**src/hw/fetch_pkg.sv**
```systemverilog
/*
 * Shared types for the instruction fetch subsystem
 * Word and opcode types, branch opcode constant
 * Instruction bus request and response structs
 * Redirect, prediction and hazard control structs
 * Fetch to execute pipeline register struct
 */

package fetch_pkg;

    // Instruction or address word
    typedef logic [31:0] word_t;

    // Major opcode field, instr[6:0]
    typedef logic [6:0] opcode_t;

    // Conditional branches (BEQ, BNE, BLT, BGE, BLTU, BGEU)
    localparam opcode_t OPCODE_BRANCH = 7'b110_0011;

    // Read request, address held while busy
    typedef struct packed {
        logic  ren;
        word_t addr;
    } ibus_req_t;

    // Read response, rdata and error valid only when busy is low
    typedef struct packed {
        word_t rdata;
        logic  busy;
        logic  error;
    } ibus_rsp_t;

    // Resolved branch or jump from execute, valid is a one cycle pulse
    typedef struct packed {
        logic  valid;
        word_t target;
    } redirect_t;

    // Fetch to execute register
    typedef struct packed {
        logic  valid;
        word_t instr;
        word_t pc;
        word_t pc4;
        logic  prediction;
        logic  mal_insn;
        logic  fault_insn;
        word_t badaddr;
    } fetch_ex_t;

    // Static predictor result
    typedef struct packed {
        logic  taken;
        word_t target;
    } predict_t;

    // Hazard unit to fetch stage
    typedef struct packed {
        logic  pc_en;
        logic  if_ex_stall;
        logic  if_ex_flush;
        logic  iren;
        logic  use_redirect;
        word_t redirect_target;
    } hazard_ctrl_t;

endpackage

```
**src/hw/branch_predictor.sv**
```systemverilog
/*
 * Static backward taken branch predictor
 * B-type immediate decode and target adder
 */

`timescale 1ns/1ps

module branch_predictor import fetch_pkg::*; (
    input  word_t    pc,
    input  word_t    instr,
    input  logic     instr_valid,
    output predict_t predict
);

    opcode_t opcode;
    word_t   imm_b;
    logic    is_branch;

    assign opcode = instr[6:0];

    // imm[12|10:5] in [31:25], imm[4:1|11] in [11:7], bit 0 always zero
    assign imm_b = {
        {19{instr[31]}},
        instr[31],
        instr[7],
        instr[30:25],
        instr[11:8],
        1'b0
    };

    assign is_branch = instr_valid && (opcode == OPCODE_BRANCH);

    // Backward branches are usually loop ends, so guess taken
    assign predict.taken  = is_branch && imm_b[31];
    assign predict.target = pc + imm_b;

    // Holds only as long as fetch gates prediction on misaligned PCs
    always_comb begin
        if (predict.taken) begin
            a_target_aligned: assert final (predict.target[0] == 1'b0)
                else $error("predicted branch target is not halfword aligned");
        end
    end

endmodule

```
**src/hw/hazard_unit.sv**
```systemverilog
/*
 * Fetch hazard controller
 * Redirect capture and drain of an outstanding read
 * PC enable, fetch to execute stall and flush, read enable
 */

`timescale 1ns/1ps

module hazard_unit import fetch_pkg::*; #(
    parameter word_t RESET_PC = 32'h0000_1000
) (
    input  logic         CLK,
    input  logic         nRST,
    input  redirect_t    redirect,
    input  logic         ex_stall,
    input  logic         ibus_busy,
    input  logic         rdata_done,
    output hazard_ctrl_t ctrl
);

    // RUN normal fetch, DRAIN wait out a read, REDIRECT wait out a stall
    typedef enum logic [1:0] {
        RUN,
        DRAIN,
        REDIRECT
    } state_t;

    state_t state;
    state_t state_next;
    word_t  pend_target;
    logic   apply;

    // Decide when the held or incoming redirect takes effect
    always_comb begin
        state_next = state;
        apply      = 1'b0;
        case (state)
            RUN: begin
                if (redirect.valid) begin
                    if (ibus_busy) begin
                        state_next = DRAIN;
                    end else if (ex_stall) begin
                        state_next = REDIRECT;
                    end else begin
                        apply = 1'b1;
                    end
                end
            end
            DRAIN: begin
                // Data of the finished read is dropped by the flush
                if (rdata_done) begin
                    if (ex_stall) begin
                        state_next = REDIRECT;
                    end else begin
                        apply      = 1'b1;
                        state_next = RUN;
                    end
                end
            end
            REDIRECT: begin
                if (!ex_stall) begin
                    apply      = 1'b1;
                    state_next = RUN;
                end
            end
            default: begin
                state_next = RUN;
            end
        endcase
    end

    always_ff @(posedge CLK, negedge nRST) begin
        if (!nRST) begin
            state       <= RUN;
            pend_target <= RESET_PC;
        end else begin
            state <= state_next;
            // Latest redirect wins
            if (redirect.valid) begin
                pend_target <= redirect.target;
            end
        end
    end

    // A pulse in this cycle bypasses the capture register
    assign ctrl.redirect_target = redirect.valid ? redirect.target : pend_target;
    assign ctrl.use_redirect    = apply;
    assign ctrl.if_ex_flush     = apply;
    assign ctrl.if_ex_stall     = ex_stall;
    assign ctrl.pc_en           = apply || (state == RUN && !redirect.valid && rdata_done &&
                                            !ex_stall);
    // Old read is already finished and dropped while waiting to redirect
    assign ctrl.iren            = (state != REDIRECT);

    // An idle bus in DRAIN always means the held read has completed
    property p_drain_exit;
        @(posedge CLK) disable iff (!nRST)
        (state == DRAIN && !ibus_busy) |-> rdata_done;
    endproperty

    a_drain_exit: assert property (p_drain_exit)
        else $error("DRAIN saw an idle bus without a completed read");

endmodule

```
**src/hw/fetch_stage.sv**
```systemverilog
/*
 * Fetch stage of the RV32I pipeline
 * PC register and next PC selection
 * Instruction bus request and completion
 * Misaligned and bus error detection
 * Fetch to execute register with stall, flush and squash
 */

`timescale 1ns/1ps

module fetch_stage import fetch_pkg::*; #(
    parameter word_t RESET_PC = 32'h0000_1000
) (
    input  logic         CLK,
    input  logic         nRST,
    output ibus_req_t    ibus_req,
    input  ibus_rsp_t    ibus_rsp,
    input  predict_t     predict,
    input  hazard_ctrl_t ctrl,
    output word_t        pc,
    output logic         rdata_done,
    output logic         fault,
    output fetch_ex_t    fetch_ex
);

    word_t pc4;
    word_t npc;
    word_t instr;
    logic  bus_done;
    logic  mal_insn;
    logic  fault_insn;

    // Sequential successor
    assign pc4 = pc + 32'd4;

    // Redirect first, then backward branch prediction, then pc+4
    always_comb begin
        if (ctrl.use_redirect) begin
            npc = ctrl.redirect_target;
        end else if (predict.taken) begin
            npc = predict.target;
        end else begin
            npc = pc4;
        end
    end

    always_ff @(posedge CLK, negedge nRST) begin
        if (!nRST) begin
            pc <= RESET_PC;
        end else if (ctrl.pc_en) begin
            pc <= npc;
        end
    end

    // Low PC bits set means the fetch cannot be aligned to a word
    assign mal_insn = (pc[1:0] != 2'b00);

    // Misaligned fetches never go on the bus
    assign ibus_req.ren  = ctrl.iren && !mal_insn;
    assign ibus_req.addr = pc;

    // Read finishes in the first cycle with ren high and busy low
    assign bus_done   = ibus_req.ren && !ibus_rsp.busy;
    assign fault_insn = bus_done && ibus_rsp.error;

    // A misaligned fetch completes at once, as a faulting entry
    assign rdata_done = bus_done || (ctrl.iren && mal_insn);
    assign fault      = mal_insn || fault_insn;

    // Faulting fetches are squashed to a zero word
    assign instr = fault ? '0 : ibus_rsp.rdata;

    // Fetch to execute register
    always_ff @(posedge CLK, negedge nRST) begin
        if (!nRST) begin
            fetch_ex <= '0;
        end else if (!ctrl.if_ex_stall) begin
            if (ctrl.if_ex_flush || !rdata_done) begin
                // Flushed path or bus still busy, load a bubble
                fetch_ex <= '0;
            end else begin
                fetch_ex.valid      <= 1'b1;
                fetch_ex.instr      <= instr;
                fetch_ex.pc         <= pc;
                fetch_ex.pc4        <= pc4;
                fetch_ex.prediction <= predict.taken;
                fetch_ex.mal_insn   <= mal_insn;
                fetch_ex.fault_insn <= fault_insn;
                // Exception handler sees the faulting PC
                fetch_ex.badaddr    <= pc;
            end
        end
    end

    // Memory must see a steady request for the whole wait
    property p_addr_stable;
        @(posedge CLK) disable iff (!nRST)
        (ibus_req.ren && ibus_rsp.busy) |=> (ibus_req.ren && $stable(ibus_req.addr));
    endproperty

    a_addr_stable: assert property (p_addr_stable)
        else $error("fetch address changed while the bus was busy");

    // Stall has priority in the register and would swallow a flush
    property p_flush_no_stall;
        @(posedge CLK) disable iff (!nRST)
        ctrl.if_ex_flush |-> !ctrl.if_ex_stall;
    endproperty

    a_flush_no_stall: assert property (p_flush_no_stall)
        else $error("flush arrived together with a stall");

endmodule

```
**src/hw/fetch_top.sv**
```systemverilog
/*
 * Top level of the instruction fetch subsystem
 * Fetch stage, branch predictor and hazard unit
 */

`timescale 1ns/1ps

module fetch_top import fetch_pkg::*; #(
    parameter word_t RESET_PC = 32'h0000_1000
) (
    input  logic      CLK,
    input  logic      nRST,
    output ibus_req_t ibus_req,
    input  ibus_rsp_t ibus_rsp,
    input  redirect_t redirect,
    input  logic      ex_stall,
    output fetch_ex_t fetch_ex
);

    predict_t     predict;
    hazard_ctrl_t ctrl;
    word_t        pc;
    logic         rdata_done;
    logic         fault;
    logic         pred_valid;
    logic         ibus_busy;

    // Only clean completed words feed the predictor
    assign pred_valid = rdata_done && !fault;

    // Misaligned fetches are off the bus, so busy does not apply to them
    assign ibus_busy = ibus_rsp.busy && !fault;

    fetch_stage #(
        .RESET_PC (RESET_PC)
    ) i_fetch_stage (
        .CLK        (CLK),
        .nRST       (nRST),
        .ibus_req   (ibus_req),
        .ibus_rsp   (ibus_rsp),
        .predict    (predict),
        .ctrl       (ctrl),
        .pc         (pc),
        .rdata_done (rdata_done),
        .fault      (fault),
        .fetch_ex   (fetch_ex)
    );

    branch_predictor i_branch_predictor (
        .pc          (pc),
        .instr       (ibus_rsp.rdata),
        .instr_valid (pred_valid),
        .predict     (predict)
    );

    hazard_unit #(
        .RESET_PC (RESET_PC)
    ) i_hazard_unit (
        .CLK        (CLK),
        .nRST       (nRST),
        .redirect   (redirect),
        .ex_stall   (ex_stall),
        .ibus_busy  (ibus_busy),
        .rdata_done (rdata_done),
        .ctrl       (ctrl)
    );

endmodule

```
**config.mk**
```make
export PLATFORM = sky130hd
export DESIGN_NAME = fetch_top
export DESIGN_NICKNAME = d
export VERILOG_FILES = /design/src/hw/fetch_pkg.sv /design/src/hw/branch_predictor.sv /design/src/hw/hazard_unit.sv /design/src/hw/fetch_stage.sv /design/src/hw/fetch_top.sv
export SDC_FILE = /design/constraint.sdc
export NUM_CORES = 1
export LEC_CHECK = 0
export ABC_CLOCK_PERIOD_IN_PS = 4900
export BUFFER_PORTS_ARGS = -buffer_cell sky130_fd_sc_hd__buf_2
export CORE_MARGIN = 3
export CORE_UTILIZATION = 35
export DETAILED_ROUTE_END_ITERATION = 7
export GPL_TIMING_DRIVEN = 1
export MAX_ROUTING_LAYER = met4
export PLACE_DENSITY = 0.68
export REMOVE_ABC_BUFFERS = 1
export SLEW_MARGIN = 20
export SYNTH_ARGS = -nofsm -noshare
export SYNTH_HDL_FRONTEND = slang
export SYNTH_HIERARCHICAL = 1
export SYNTH_SLANG_ARGS = --single-unit
export TNS_END_PERCENT = 5
```
**constraint.sdc**
```tcl
create_clock -name CLK -period 4.9 [get_ports CLK]
set_clock_uncertainty 0.2 [all_clocks]
set_input_delay 1.225 -clock CLK [delete_from_list [all_inputs] [get_ports CLK]]
set_output_delay 1.225 -clock CLK [all_outputs]
set_load 0.005 [all_outputs]
```
==> metrics.csv <==
metric,value,unit
drc,0,
combPwrFrac,0.469,
numClockSinks,164,
ys_seq_area_frac,0.399,
power.internal,4200,µW
critPathKind,input port to register,
yosysWarningCount,6,
wl_per_cell,21.1,µm
drtAntennaViolNets,0,
drt_iter0_markers,952,
fp.dieArea,31500,µm²
start_util,0.357,
relSlewSlack,0.288,
p_clk_frac,0.200,
synth.avg_cell_area,9.66,µm²
maxSlewViolCount,0,
htreeDepth,4,
cts_resized,0,
gp_congestion,0.916,
cp_slowest_cell,buf_2,
critPathArrivalTime,4.25,ns
grt_max_degree,84,
cts_hold_buffers,0,
whs,0.284,ns
nets,1290,
row_count,62,
cap_viol_max_count,0,
grt_antenna_before_repair,0,
routed_wl,33500,µm
synth-edff-count,0,
yosys.cell_types.count,83,
cp.required,4.99,ns
yosys_most_used_dff,dfrtp_1,
hold_path_class,register to register,
power.static_leakage,0.00553,µW
antenna_cells,0,
io_buffer_count,234,
die_w,177,µm
synth_seq_cells,164,
synthesis.area,10300,µm²
dr.pass1.iters,5,
num_vias,8965,
rsz0062_at_grt,no,
grt_usage,0.217,
pin_count,235,
max_freq,240,MHz
grt_overflow_total,0,
pre_cts_ws,0.354,ns
end_kind,register,
tns,0,ns
synthToLayoutAreaGrowth,15.3,%
power_density,622,nW/µm²
outcome,completed,
worst_slew_pin_slew,1.06,ns
clk_latency,0.44,ns
clk_pin_slew,0.06,ns
seqPwrFrac,0.331,
cp_max_fo,22,
place_hpwl,23900,µm
drive_above_1_share,0.287,
finalSetupViolCount,0,
async_flop_share,1.00,
path_cells,buf_2 > ha_1 > a21oi_1 > o21ai_0 > nor4_1 > a21oi_1 > a31oi_1 > xnor2_1 > a221o_1 > a211oi_1 > a211oi_1,
tritoncts,built,
hold_viol_final,0,
irDropWorstVdd,0.268,mV
setup_slack,0.740,ns
cts_made_buffers,17,
cts_buffer_depth,2,
crit_path_start_kind,input port,
core_area,28900,µm²
dieHeight,177,µm
grt_pass1_vias,8824,
switchingPower,3180,µW
finalCritPeriodShare,0.849,
min_period,4.16,ns
viasPerCell,5.66,
slowest_delay,0.48,ns
post_cts.repair.setup_buffers,0,
ctsRootBufferMaster,clkbuf_16,
synthCells,1065,
p_sw_frac,0.431,
grt_pass1_wl,52000,µm
## kinds of logic (layout without fill, tap and decap cells)
logic type	after synthesis	in the layout	share of synthesized area
AOI/OAI and AO/OA	298	298	0.214
xor gates and xnor gates	37	37	0.0315
adders and majority gates	32	32	0.0396
buffers and inverters	169	305	0.0979
DFF	164	164	0.399
muxes	46	46	0.0598
and+or+nand+nor	319	319	0.158
## state kept, by name (all words and copies together), names as in the netlist
signal,count
i_fetch_stage/fetch_ex,98
i_hazard_unit/pend_target,32
i_hazard_unit/state,2
i_fetch_stage/pc,32
## critical path: cells and delay by family
family                   cells  cell delay [ns]
buffers and inverters        1             0.48
AO/OA/AOI/OAI                7             1.68
XOR/XNOR                     1             0.08
adder cells (fa/ha/maj)      1             0.44
AND/OR/NAND/NOR              1             0.33
## layout make-up
type / count / area [µm²]
Clock inverter: 10 / 169
Sequential cell: 164 / 4110
Tap cell: 384 / 480
Inverter: 16 / 60.1
Fill cell: 2860 / 17000
Clock buffer: 22 / 474
Multi-Input combinational cell: 732 / 5210
Timing Repair Buffer: 257 / 1370
## synth_stat cells, types with 12 or more instances
master    count  area share
a21o_1       12      0.0088
a21oi_1      42       0.020
a22o_1       68       0.058
buf_2        20      0.0097
buf_4        71       0.052
clkbuf_1     51       0.019
dfrtp_1     162        0.39
ha_1         31       0.038
inv_1        15      0.0055
mux2_4       30       0.044
mux2i_1      12       0.012
nand2_1      98       0.036
nand3_1      35       0.017
nand4_1      25       0.015
nor2_1       54       0.020
nor3_1       23       0.011
o211ai_1     14       0.010
o21ai_0      54       0.026
xnor2_1      28       0.024
## power by group through the flow
stage / Sequential (µW) / Clock, µW / Combinational, µW
after floorplan: 2320 / 0 / 2030
after global placement: 2420 / 0 / 3400
after detailed placement: 2450 / 0 / 3420
after CTS: 2430 / 1510 / 3440
after global routing: 2510 / 1560 / 3820
final: 2440 / 1470 / 3460
## metrics by stage
stage / std cells / instance area (µm²) / total power (µW) / utilization
after global placement: 1553 / 11200 / 5820 / 0.389
after CTS: 1585 / 11900 / 7370 / 0.411
after global routing: 1585 / 11900 / 7900 / 0.411
after detailed placement: 1553 / 11200 / 5860 / 0.389
final: 1585 / 11900 / 7370 / 0.411
after floorplan: 912 / 9350 / 4350 / -
## metal layers
metal,wire (µm),GRT usage,vias up
met1,15400,0.302,4454
met2,15400,0.331,352
li1,-,-,4130
met4,541,0.0563,0
met5,0,-,-
met3,2130,0.0325,29
## placed cells by master (no fill, tap or decap), types with 30 or more instances in the layout
master | synthesis | layout
buf_2 | 20 | 232
ha_1 | 31 | 31
a22o_1 | 68 | 68
dfrtp_1 | 162 | 162
o21ai_0 | 54 | 54
mux2_4 | 30 | 30
nor2_1 | 54 | 53
a21oi_1 | 42 | 42
nand3_1 | 35 | 35
nand2_1 | 98 | 98
## path summary, 6_finish.rpt
kind                                             from                           to  cells past startpoint  slack [ns]
max                                      ibus_rsp[33]         i_fetch_stage/pc[25]                     11        0.74
min in group asynchronous                        nRST  i_fetch_stage/fetch_ex[131]                      1        0.66
min reg2reg                i_fetch_stage/fetch_ex[40]   i_fetch_stage/fetch_ex[40]                      2        0.28
min                        i_fetch_stage/fetch_ex[40]   i_fetch_stage/fetch_ex[40]                      2        0.28
max reg2reg                    i_hazard_unit/state[0]         i_fetch_stage/pc[27]                     11        1.18
max in group asynchronous                        nRST         i_fetch_stage/pc[12]                      2        2.96
Note: power is estimated with default switching activity, not from simulation.
